**src/verilog/scorePkg.sv**
```systemverilog
`default_nettype none

package scorePkg;

    //////////////////////////////////////////////////
    // Score limits
    //////////////////////////////////////////////////

    // Seven bits hold 0 to 99
    localparam int scoreWidth = 7;
    // Scores stop here
    localparam int scoreMax = 99;

    //////////////////////////////////////////////////
    // Link buffering
    //////////////////////////////////////////////////

    // FIFO entries, also the keeper's credits after reset
    localparam int fifoDepth = 4;
    // Must hold the full count, so one extra value
    localparam int creditWidth = $clog2(fifoDepth + 1);
    // Index into the FIFO store
    localparam int fifoPtrWidth = $clog2(fifoDepth);

    // One link word, read by the isControl flag
    typedef union packed {
        // Score snapshot
        struct packed {
            logic [scoreWidth-1:0] scoreA;
            logic [scoreWidth-1:0] scoreB;
        } scores;
        // Blanking command
        struct packed {
            logic                      blank;
            logic [2*scoreWidth-2:0]   reserved;
        } control;
    } scoreWord;

endpackage

`default_nettype wire

```
**src/verilog/displayPkg.sv**
```systemverilog
`default_nettype none

package displayPkg;

    // Four digits: A tens, A ones, B tens, B ones
    localparam int digitCount = 4;
    // Bits that select one digit
    localparam int positionWidth = $clog2(digitCount);

    // Segments are active low, all off
    localparam logic [6:0] segBlank = 7'b1111111;

    // Enables per position, active low
    // Position 0 is leftmost, so bit 3 goes low first
    localparam logic [digitCount-1:0][digitCount-1:0] digitEnable = {
        4'b1110,
        4'b1101,
        4'b1011,
        4'b0111
    };

    // BCD digit to segments, bit 0 is segment a, bit 6 is g
    function automatic logic [6:0] segmentsOf(input logic [3:0] digit);
        case (digit)
            4'd0: return 7'b1000000;
            4'd1: return 7'b1111001;
            4'd2: return 7'b0100100;
            4'd3: return 7'b0110000;
            4'd4: return 7'b0011001;
            4'd5: return 7'b0010010;
            4'd6: return 7'b0000010;
            4'd7: return 7'b1111000;
            4'd8: return 7'b0000000;
            4'd9: return 7'b0010000;
            // Not a BCD digit, keep dark
            default: return segBlank;
        endcase
    endfunction

endpackage

`default_nettype wire

```
**src/verilog/scoreLinkIf.sv**
```systemverilog
`timescale 1ns/100ps
`default_nettype none

// Credit-based link, no ready: the receiver always takes a valid beat
interface scoreLinkIf;
    import scorePkg::*;

    // Beat present this cycle
    logic     valid;
    // Selects the control view of word
    logic     isControl;
    // Snapshot or blanking command
    scoreWord word;
    // One pulse per freed receiver slot
    logic     creditReturn;

    modport sender (
        output valid,
        output isControl,
        output word,
        input  creditReturn
    );

    modport receiver (
        input  valid,
        input  isControl,
        input  word,
        output creditReturn
    );

endinterface

`default_nettype wire

```
**src/verilog/scoreKeeper.sv**
```systemverilog
`timescale 1ns/100ps
`default_nettype none

module scoreKeeper (
    input  logic        Clk,
    input  logic        rstN,
    input  logic        pointA,
    input  logic        pointB,
    input  logic        clear,
    input  logic        blank,
    scoreLinkIf.sender  link
);
    import scorePkg::*;

    // Live scores
    logic [scoreWidth-1:0]  scoreA;
    logic [scoreWidth-1:0]  scoreB;
    // Last snapshot that went out
    logic [scoreWidth-1:0]  sentA;
    logic [scoreWidth-1:0]  sentB;
    logic                   sentBlank;
    // Free FIFO slots
    logic [creditWidth-1:0] credits;
    logic                   blankChanged;
    logic                   scoresChanged;

    //////////////////////////////////////////////////
    // Score counting
    //////////////////////////////////////////////////

    always_ff @(posedge Clk or negedge rstN) begin
        if (!rstN) begin
            scoreA <= '0;
            scoreB <= '0;
        end else if (clear) begin
            // Clear beats any point in the same cycle
            scoreA <= '0;
            scoreB <= '0;
        end else begin
            // Saturate at the limit
            if (pointA && scoreA != scoreWidth'(scoreMax))
                scoreA <= scoreA + 1'b1;
            if (pointB && scoreB != scoreWidth'(scoreMax))
                scoreB <= scoreB + 1'b1;
        end
    end

    //////////////////////////////////////////////////
    // Sending
    //////////////////////////////////////////////////

    assign blankChanged  = blank != sentBlank;
    assign scoresChanged = (scoreA != sentA) || (scoreB != sentB);

    always_comb begin
        link.word      = '0;
        // Only while a credit is held
        link.valid     = (credits != '0) && (blankChanged || scoresChanged);
        // Blank change goes first
        link.isControl = blankChanged;
        if (blankChanged) begin
            link.word.control.blank = blank;
        end else begin
            link.word.scores.scoreA = scoreA;
            link.word.scores.scoreB = scoreB;
        end
    end

    // Held changes merge, only the newest values are compared
    always_ff @(posedge Clk or negedge rstN) begin
        if (!rstN) begin
            sentA     <= '0;
            sentB     <= '0;
            sentBlank <= 1'b0;
        end else if (link.valid) begin
            if (link.isControl) begin
                sentBlank <= blank;
            end else begin
                sentA <= scoreA;
                sentB <= scoreB;
            end
        end
    end

    // Spend on send, earn on return
    always_ff @(posedge Clk or negedge rstN) begin
        if (!rstN) begin
            credits <= creditWidth'(fifoDepth);
        end else begin
            case ({link.valid, link.creditReturn})
                2'b10:   credits <= credits - 1'b1;
                2'b01:   credits <= credits + 1'b1;
                default: credits <= credits;
            endcase
        end
    end

endmodule

`default_nettype wire

```
**src/verilog/scoreFifo.sv**
```systemverilog
`timescale 1ns/100ps
`default_nettype none

module scoreFifo (
    input  logic          Clk,
    input  logic          rstN,
    scoreLinkIf.receiver  upLink,
    scoreLinkIf.sender    downLink
);
    import scorePkg::*;

    // Record store and its control flags
    scoreWord               wordMem [fifoDepth];
    logic                   ctlMem  [fifoDepth];
    logic [fifoPtrWidth-1:0] wrPtr;
    logic [fifoPtrWidth-1:0] rdPtr;
    // Entries held
    logic [creditWidth-1:0] count;
    // Scanner has one pending slot
    logic [creditWidth-1:0] downCredits;

    // Written data has no reset
    always_ff @(posedge Clk) begin
        if (upLink.valid) begin
            wordMem[wrPtr] <= upLink.word;
            ctlMem[wrPtr]  <= upLink.isControl;
        end
    end

    // Head goes out when present and the scanner has room
    assign downLink.valid     = (count != '0) && (downCredits != '0);
    assign downLink.word      = wordMem[rdPtr];
    assign downLink.isControl = ctlMem[rdPtr];

    always_ff @(posedge Clk or negedge rstN) begin
        if (!rstN) begin
            wrPtr <= '0;
            rdPtr <= '0;
            count <= '0;
        end else begin
            if (upLink.valid)
                wrPtr <= (wrPtr == fifoPtrWidth'(fifoDepth - 1)) ? '0 : wrPtr + 1'b1;
            if (downLink.valid)
                rdPtr <= (rdPtr == fifoPtrWidth'(fifoDepth - 1)) ? '0 : rdPtr + 1'b1;
            // No overflow, upstream credits equal depth
            count <= count + creditWidth'(upLink.valid) - creditWidth'(downLink.valid);
        end
    end

    // Downstream credit counter
    always_ff @(posedge Clk or negedge rstN) begin
        if (!rstN) begin
            downCredits <= creditWidth'(1);
        end else begin
            case ({downLink.valid, downLink.creditReturn})
                2'b10:   downCredits <= downCredits - 1'b1;
                2'b01:   downCredits <= downCredits + 1'b1;
                default: downCredits <= downCredits;
            endcase
        end
    end

    // Freed slot goes back one cycle after the entry leaves
    always_ff @(posedge Clk or negedge rstN) begin
        if (!rstN)
            upLink.creditReturn <= 1'b0;
        else
            upLink.creditReturn <= downLink.valid;
    end

endmodule

`default_nettype wire

```
**src/verilog/binToBcd2.sv**
```systemverilog
`timescale 1ns/100ps
`default_nettype none

// Two BCD digits for 0 to 99
module binToBcd2 (
    input  logic [6:0] bin,
    output logic [3:0] tens,
    output logic [3:0] ones
);

    // Largest multiple of ten not above bin
    logic [6:0] tensBase;

    always_comb begin
        tens     = '0;
        tensBase = '0;
        // Compare with 10 .. 90, last hit wins
        for (int t = 1; t <= 9; t++) begin
            if (bin >= 7'(10 * t)) begin
                tens     = 4'(t);
                tensBase = 7'(10 * t);
            end
        end
        // Remainder is below ten
        ones = 4'(bin - tensBase);
    end

endmodule

`default_nettype wire

```
**src/verilog/displayScanner.sv**
```systemverilog
`timescale 1ns/100ps
`default_nettype none

module displayScanner #(
    parameter int scanPrescale = 16
) (
    input  logic                              Clk,
    input  logic                              rstN,
    scoreLinkIf.receiver                      link,
    output logic [6:0]                        seg7,
    output logic [displayPkg::digitCount-1:0] digitEn,
    output logic                              dp
);
    import scorePkg::*;
    import displayPkg::*;

    // Free-running scan, top bits pick the digit
    logic [scanPrescale+positionWidth-1:0] scanCnt;
    logic [positionWidth-1:0]              position;
    // Last cycle of position 3
    logic                                  frameEnd;

    // Pending slot
    logic     pendValid;
    logic     pendControl;
    scoreWord pendWord;

    // What the frame shows
    logic [scoreWidth-1:0] shownA;
    logic [scoreWidth-1:0] shownB;
    logic                  shownBlank;

    // Digits in scan order, 0 is A tens
    logic [digitCount-1:0][3:0] digits;

    //////////////////////////////////////////////////
    // Scan timing
    //////////////////////////////////////////////////

    always_ff @(posedge Clk or negedge rstN) begin
        if (!rstN)
            scanCnt <= '0;
        else
            scanCnt <= scanCnt + 1'b1;
    end

    assign position = scanCnt[scanPrescale+positionWidth-1 -: positionWidth];
    assign frameEnd = &scanCnt;

    //////////////////////////////////////////////////
    // Record intake
    //////////////////////////////////////////////////

    // Payload has no reset
    always_ff @(posedge Clk) begin
        if (link.valid) begin
            pendWord    <= link.word;
            pendControl <= link.isControl;
        end
    end

    // Single credit: a new beat only lands while the slot is empty
    always_ff @(posedge Clk or negedge rstN) begin
        if (!rstN) begin
            pendValid  <= 1'b0;
            shownA     <= '0;
            shownB     <= '0;
            shownBlank <= 1'b0;
        end else begin
            if (frameEnd && pendValid) begin
                pendValid <= 1'b0;
                // Decode by the flag through one view or the other
                if (pendControl) begin
                    shownBlank <= pendWord.control.blank;
                end else begin
                    shownA <= pendWord.scores.scoreA;
                    shownB <= pendWord.scores.scoreB;
                end
            end
            if (link.valid)
                pendValid <= 1'b1;
        end
    end

    // Slot frees at the frame boundary
    assign link.creditReturn = frameEnd && pendValid;

    //////////////////////////////////////////////////
    // Digit drive
    //////////////////////////////////////////////////

    binToBcd2 iBcdA (
        .bin  (shownA),
        .tens (digits[0]),
        .ones (digits[1])
    );

    binToBcd2 iBcdB (
        .bin  (shownB),
        .tens (digits[2]),
        .ones (digits[3])
    );

    always_comb begin
        if (shownBlank) begin
            // Whole display dark
            digitEn = '1;
            seg7    = segBlank;
        end else begin
            digitEn = digitEnable[position];
            seg7    = segmentsOf(digits[position]);
        end
    end

    // Decimal point stays off
    assign dp = 1'b1;

endmodule

`default_nettype wire

```
**src/verilog/scoreboardTop.sv**
```systemverilog
`timescale 1ns/100ps
`default_nettype none

module scoreboardTop #(
    // Cycles per digit are 2**scanPrescale
    parameter int scanPrescale = 16
) (
    input  logic       Clk,
    input  logic       rstN,
    input  logic       pointA,
    input  logic       pointB,
    input  logic       clear,
    input  logic       blank,
    output logic [6:0] seg7,
    output logic [3:0] digitEn,
    output logic       dp
);

    // Keeper to FIFO, and FIFO to scanner
    scoreLinkIf keeperLink ();
    scoreLinkIf displayLink ();

    // Producer
    scoreKeeper iKeeper (
        .Clk    (Clk),
        .rstN   (rstN),
        .pointA (pointA),
        .pointB (pointB),
        .clear  (clear),
        .blank  (blank),
        .link   (keeperLink.sender)
    );

    // Buffer
    scoreFifo iFifo (
        .Clk      (Clk),
        .rstN     (rstN),
        .upLink   (keeperLink.receiver),
        .downLink (displayLink.sender)
    );

    // Consumer
    displayScanner #(
        .scanPrescale (scanPrescale)
    ) iScanner (
        .Clk     (Clk),
        .rstN    (rstN),
        .link    (displayLink.receiver),
        .seg7    (seg7),
        .digitEn (digitEn),
        .dp      (dp)
    );

endmodule

`default_nettype wire

```
**config.mk**
```make
export PLATFORM = sky130hd
export DESIGN_NAME = scoreboardTop
export DESIGN_NICKNAME = d
export VERILOG_FILES = /design/src/verilog/scorePkg.sv /design/src/verilog/displayPkg.sv /design/src/verilog/scoreLinkIf.sv /design/src/verilog/scoreKeeper.sv /design/src/verilog/scoreFifo.sv /design/src/verilog/binToBcd2.sv /design/src/verilog/displayScanner.sv /design/src/verilog/scoreboardTop.sv
export SDC_FILE = /design/constraint.sdc
export NUM_CORES = 1
export LEC_CHECK = 0
export BUFFER_PORTS_ARGS = -buffer_cell sky130_fd_sc_hd__buf_4
export CELL_PAD_IN_SITES_DETAIL_PLACEMENT = 1
export CELL_PAD_IN_SITES_GLOBAL_PLACEMENT = 2
export CORE_MARGIN = 4
export CORE_UTILIZATION = 42
export CTS_BUF_LIST = sky130_fd_sc_hd__clkbuf_8
export DETAILED_ROUTE_END_ITERATION = 16
export MAX_ROUTING_LAYER = met4
export PLACE_DENSITY = 0.82
export SLEW_MARGIN = 20
export SYNTH_ARGS = -nofsm -noshare
export SYNTH_HDL_FRONTEND = slang
export SYNTH_SLANG_ARGS = --single-unit
```
**constraint.sdc**
```tcl
create_clock -name Clk -period 3.5 [get_ports Clk]
set_input_delay 0.7 -clock Clk [delete_from_list [all_inputs] [get_ports Clk]]
set_output_delay 0.7 -clock Clk [all_outputs]
set_load 0.02 [all_outputs]
```
Yosys cells after proc, flatten, opt, wreduce, memory -nomap -nowiden
Memories as Yosys holds them, arrays and structs flattened. A register that Yosys moved wholly into a read port is not among the register bits.
Index checks and enable logic that the tools add are counted.
W data, S select, Z words.
{"block": "classes", "addsub": 13, "reduce_logical": 20, "n_mux": 56, "eq_ne": 11, "n_lt_le_gt_ge": 19, "n_bitwise": 2}
{"cell": "$mux W4", "n": 37}
{"cell": "$ge A7 B6 Y1 const B", "n": 6}
{"cell": "$ge A7 B7 Y1 const B", "n": 6}
{"cell": "$mux W7", "n": 5}
{"cell": "$ge A7 B5 Y1 const B", "n": 4}
{"cell": "$add A18 B1 Y18 const B", "n": 1}
{"cell": "$reduce_and A18 Y1", "n": 1}
{"cell": "$bmux W4 S2", "n": 2}
{"cell": "$add A7 B1 Y7 const B", "n": 2}
{"cell": "$ge A7 B4 Y1 const B", "n": 2}
{"cell": "$ne A7 B7 Y1", "n": 2}
{"cell": "$ne A7 B7 Y1 const B", "n": 2}
{"cell": "$mux W13", "n": 1}
{"cell": "$pmux W3 S2", "n": 2}
{"cell": "$reduce_bool A2 Y1", "n": 5}
{"cell": "$reduce_bool A3 Y1", "n": 3}
{"cell": "$eq A2 B2 Y1 const B", "n": 4}
{"cell": "$reduce_and A2 Y1", "n": 4}
{"cell": "$sub A4 B4 Y4", "n": 2}
{"cell": "$mux W1", "n": 7}
{"cell": "$add A3 B1 Y3 const B", "n": 2}
{"cell": "$sub A3 B1 Y3 const B", "n": 2}
{"cell": "$logic_and A1 B1 Y1", "n": 5}
{"cell": "$add A2 B1 Y2 const B", "n": 2}
{"cell": "other kinds (8)", "n": 12}
{"block": "totals", "elab_cells": 140, "register_bits": 77, "mem_bits_ro": 112, "mem_count": 3, "input_bits": 6, "mem_bits_rw": 60, "out_inout_bits": 12}
{"name": "(no name shown)", "words": 16, "width": 7, "rd": 1, "rd_ports_with_merged_regs": 0, "wr": 0, "line": "displayPkg.sv:24", "source": "case (digit)"}
{"name": "iFifo.wordMem", "words": 4, "width": 14, "rd": 1, "rd_ports_with_merged_regs": 1, "wr": 1, "line": "scoreFifo.sv:13", "source": "scoreWord wordMem [fifoDepth];"}
{"name": "iFifo.ctlMem", "words": 4, "width": 1, "rd": 1, "rd_ports_with_merged_regs": 1, "wr": 1, "line": "scoreFifo.sv:14", "source": "logic ctlMem [fifoDepth];"}

Longest topological paths before layout
An unclocked memory read counts as a cell.
{"block": "logic_depth", "ltp_word": 15, "ltp_mapped": 16}

Modules after synthesis
A second synthesis with hierarchy kept.
{"block": "hier_totals", "cells_unflattened": 529, "area_unflattened_um2": 7373.3}
{"mod": "scoreFifo", "cells_per_inst": 130, "instances": 1, "area_each_um2": 2798.9}
{"mod": "displayScanner", "cells_per_inst": 161, "instances": 1, "area_each_um2": 2218.4}
{"mod": "scoreKeeper", "cells_per_inst": 154, "instances": 1, "area_each_um2": 1735.4}
{"mod": "binToBcd2", "cells_per_inst": 42, "instances": 2, "area_each_um2": 310.3}

Least setup slack after synthesis
Ideal clock, no wire load.
{"block": "synth_timing", "path_kind": "register to output", "startpoint": "reg iScanner.shownB[2]", "endpoint": "out seg7[6]", "arrival_ns": 3.022, "path_stages_with_launch": 15, "path_buffers": 2, "t_required_ns": 2.800, "setup_slack_ns": -0.222, "cell_sequence": "dfrtp_1 > buf_2 > and3b_1 > a31oi_1 > o21ai_0 > a22oi_1 > ha_1 > inv_1 > fa_1 > mux2i_1 > a211o_1 > buf_6 > and2_4 > or3_1 > a21o_1"}
{"block": "synth_between", "elab_chain_len": 15, "word_cells_on_any_way": 32, "cone_classes": "add/sub: 1; order compare: 9; mux: 21; memory: 1"}
{"item": "from (decl)", "line": "displayScanner.sv:30", "source": "logic [scoreWidth-1:0] shownB;"}
{"item": "from (signal assigned)", "line": "displayScanner.sv:77", "source": "shownB <= pendWord.scores.scoreB;"}
{"item": "$ge A7 B4 Y1", "line": "binToBcd2.sv:19", "source": "if (bin >= 7'(10 * t)) begin"}
{"item": "$mux W4 (9 in series)", "line": "binToBcd2.sv:19"}
{"item": "$sub A4 B4 Y4", "line": "binToBcd2.sv:25", "source": "ones = 4'(bin - tensBase);"}
{"item": "$bmux W4 S2 (*)", "line": "displayScanner.sv:111", "source": "seg7 = segmentsOf(digits[position]);"}
{"item": "$mux W4 (implied by the code) (*)", "line": "displayScanner.sv:111"}
{"item": "$mem_v2 Z16 W7 (*)"}
{"item": "$mux W7 (*)", "line": "displayScanner.sv:105", "source": "if (shownBlank) begin"}
{"item": "to (decl)", "line": "scoreboardTop.sv:14", "source": "output logic [6:0] seg7,"}
Every way passes the cells marked *; elsewhere a longest branch is shown, timed or not. The select of a mux whose other input is x is not followed.

Final worst setup path
{"block": "layout_timing", "startpoint": "reg iScanner.shownA[1]", "endpoint": "out seg7[6]"}
{"block": "layout_between", "elab_chain_len": 15, "word_cells_on_any_way": 32, "cone_classes": "add/sub: 1; order compare: 9; mux: 21; memory: 1"}
{"item": "from (decl)", "line": "displayScanner.sv:29", "source": "logic [scoreWidth-1:0] shownA;"}
{"item": "from (signal assigned)", "line": "displayScanner.sv:76", "source": "shownA <= pendWord.scores.scoreA;"}
{"item": "$ge A7 B4 Y1", "line": "binToBcd2.sv:19"}
{"item": "$mux W4 (9 in series)", "line": "binToBcd2.sv:19"}
{"item": "$sub A4 B4 Y4", "line": "binToBcd2.sv:25"}
{"item": "$bmux W4 S2 (*)", "line": "displayScanner.sv:111"}
{"item": "$mux W4 (implied by the code) (*)", "line": "displayScanner.sv:111"}
{"item": "$mem_v2 Z16 W7 (*)"}
{"item": "$mux W7 (*)", "line": "displayScanner.sv:105"}
Marked as above.

==> flow_summary.toml <==
[cts]
cts_buffers = 17
clk_pin_slew_ns = 0.08
clkSinkCount = 152
clock_latency_ns = 0.45
cts_tree = "built"
clock_path_buffers = 2
clock-root-buffer = "clkbuf_8"
htree_levels = 4
postCtsHoldBufs = 0

[die]
start_util_pct = 42.67
rows = 48
dieHeight_um = 140.1
die-area_mm2 = 0.01963
core_area_mm2 = 0.01718
dieWidth_um = 140.1
io_pins = 18

[critical_path]
path_max_fanout = 4
r2r_setup_slack_ns = 0.19
rr_worst_depth = 13
crit_start = "iScanner.shownA[1]"
cp_top_family = "simple AND/OR/NAND/NOR gates"
rr_startpoint = "iKeeper.scoreA[0]"
crit_type = "flop to primary output"
worstPathArrival_ns = 3.55
timing.rr.end = "iFifo.count[2]"
worst-path-buf-inv = 3
cp_slowest_cell = "or4b_4"
crit_required_ns = 2.80
cp_cell_sequence = "or4b_4 -> o221ai_2 -> a2bb2oi_2 -> nor2_2 -> nor2_1 -> ha_2 -> inv_2 -> fa_2 -> nor2_1 -> a211o_1 -> buf_4 -> nor2b_4 -> or3_1 -> a21o_1 -> buf_6"
endpoint = "seg7[6]"
cpMostUsedCell = "nor2_1"
path_depth = 15
crit_path_end_kind = "primary output"
cp-start-kind = "flop"
critical_path.max_stage_delay_ns = 0.54

[logic_synthesis]
synthFlopType = "edfxtp_1"
synth.yosys.warnings = 0
ys_seq_elements = 152
postSynthCellCount = 571
synthArstFlopShare_pct = 50.66
syn_nets = 603
syn_area_mm2 = 0.007330
yosysUniqueCellTypes = 65
synth-edff-count = 75
yosysSeqAreaShare_pct = 57.05
postSynthAreaPerCell_um2 = 12.84

[layout]
fin_nets = 670
nFillCells = 1798
num_antenna_cells = 0
syn2layout_area_growth_pct = 17.10
final_cell_mix = "edfxtp_1 (75), dfrtp_1 (72), buf_4 (69)"
drive_above_1_share_pct = 29.03
final_common_cell = "edfxtp_1"

[placed_design]
port_buffers = 16
hpwl_mm = 10.79
globalplace.congestion = 0.8466

[global_routing]
antenna_found_initial = 0
grtUsageTotal_pct = 16.82
grt_max_degree = 78
grt_pass1_vias = 4996
grt_pass1_wl_mm = 25.67
grt_overflow_total = 0

[route]
via_per_inst = 5.227
dr.first_iter.drc_count = 160
drc = 0
firstDrtPassIters = 4
wire_per_inst_um = 17.29
ant_nets = 0
drt_wl_total_mm = 15.15
vias = 4579

[sta]
setup_slack_ns = -0.7457
relSlewSlack_pct = 44.89
max_clock_freq_ghz = 0.2355
drv_slew = 0
finalSetupViolations = 7
rsz0062_at_grt = "yes"
period_share_pct = 121.3
whs_ns = 0.1551
setup_tns_ns = -4.661
fin_crit_ns = 4.246
hold_violations = 0
finClkSkew_ns = 0.01153
worstMarginPinSlew_ns = 0.8266

[outcome]
violations = "negative setup slack"
status = "finished with violations"

[power]
p_per_area_mw_per_mm2 = 539.7
vdd_ir_drop_max_v = 0.0003584
p_leak_nw = 3.606
power_mw = 4.632

[min_path]
hp-class = "input port to async pin"

[flow_run]
maxCapViolCount = 0
## registers in the layout (all words and copies together) (netlist names), 2 cells and up
| name | cells |
|---|---|
| iFifo.downCredits | 3 |
| iFifo.wordMem | 56 |
| iScanner.pendWord | 14 |
| iScanner.shownA | 7 |
| iKeeper.credits | 3 |
| iFifo.ctlMem | 4 |
| iScanner.shownB | 7 |
| iKeeper.scoreB | 7 |
| iFifo.wrPtr | 2 |
| iKeeper.sentB | 7 |
| iKeeper.scoreA | 7 |
| iKeeper.sentA | 7 |
| iFifo.count | 3 |
| iScanner.scanCnt | 18 |
| iFifo.rdPtr | 2 |
## synthesized netlist by cell type, drive strengths merged (13+ instances only)
library cell / count / area share, %
nor2: 35 / 1.8
inv: 28 / 1.4
mux4: 15 / 4.6
buf: 17 / 1.6
dfrtp: 75 / 26
ha: 21 / 3.6
mux2: 25 / 3.8
xnor2: 31 / 3.8
xor2: 23 / 2.7
o21ai: 23 / 1.6
clkbuf: 13 / 0.67
nand3: 17 / 1.2
edfxtp: 75 / 31
nand2: 34 / 1.7
and2: 20 / 1.7
## worst min-delay path by stage
stage | cells past startpoint | slack (ns) | endpoint
detailed placement | 2 | 0.44 | iScanner.shownA[1]
global placement | 2 | 0.45 | iScanner.shownB[3]
CTS | 1 | 0.42 | iFifo.rdPtr[1]
finish | 1 | 0.16 | iScanner.scanCnt[6]
floorplan | 0 | 0.40 | iFifo.count[0]
global route | 1 | 0.15 | iScanner.shownB[0]
## cells by family after synthesis
family / Yosys count / share of synthesized area (%)
buffers and inverters: 58 / 3.738
adders and majority gates: 26 / 4.951
AOI/OAI and AO/OA: 70 / 6.555
DFF: 152 / 57.05
muxes: 45 / 9.133
other: 1 / 0.05116
xor gates and xnor gates: 54 / 6.555
and+or+nand+nor: 165 / 11.97
## timing repair
item                       4_1_cts  5_1_grt
setup endpoints to repair        7        8
buffers inserted                12        3
pin swaps                        9       12
gates resized for setup         14       14
## metal layers
metal / track usage [%] / wire length, um / up-vias
li1: - / - / 2153
met1: 19.01 / 6230 / 2341
met2: 29.98 / 8223 / 62
met3: 3.141 / 353 / 23
met4: 5.762 / 342 / 0
met5: - / 0 / -
## per-stage QoR
step	instances	util (%)	setup slack [ns]	cell area, um2
after CTS	872	49.29	-0.7844	8466
after global routing	876	49.97	-0.9474	8583
final	876	49.97	-0.7457	8583
after global placement	828	46.29	-0.2424	7950
after floorplan	571	-	-0.1217	7397
after detailed placement	828	46.29	-0.2958	7950
## final cells by class
cell class                 instances  area, um2  share of cell area, %
multi-input combinational        361       2988                  34.81
tap                              225      281.5                  3.280
inverter                          28      105.1                  1.224
clock buffer                      17      234.0                  2.726
timing repair buffer              78      638.1                  7.434
clock inverter                    15      151.4                  1.764
sequential                       152       4185                  48.76
## report_power, final
part / internal [mW] / switching [mW] / total [mW] / leakage, nW
Sequential: 2.34 / 0.147 / 2.49 / 1.74
Clock: 0.634 / 0.668 / 1.30 / 0.190
Combinational: 0.340 / 0.504 / 0.844 / 1.68
Total: 3.31 / 1.32 / 4.63 / 3.61
## worst reg2reg max path: stages (launching register included)
cell and delay [ns]:
dfrtp_1 0.48, xor2_1 0.21, nor4_1 0.44, nand4_1 0.22
nor3_2 0.35, nor2_1 0.21, inv_1 0.13, ha_1 0.23
inv_1 0.06, ha_1 0.13, inv_1 0.05, fa_1 0.37
xnor2_1 0.21, xnor2_1 0.15
(Power assumes the default switching activity.)
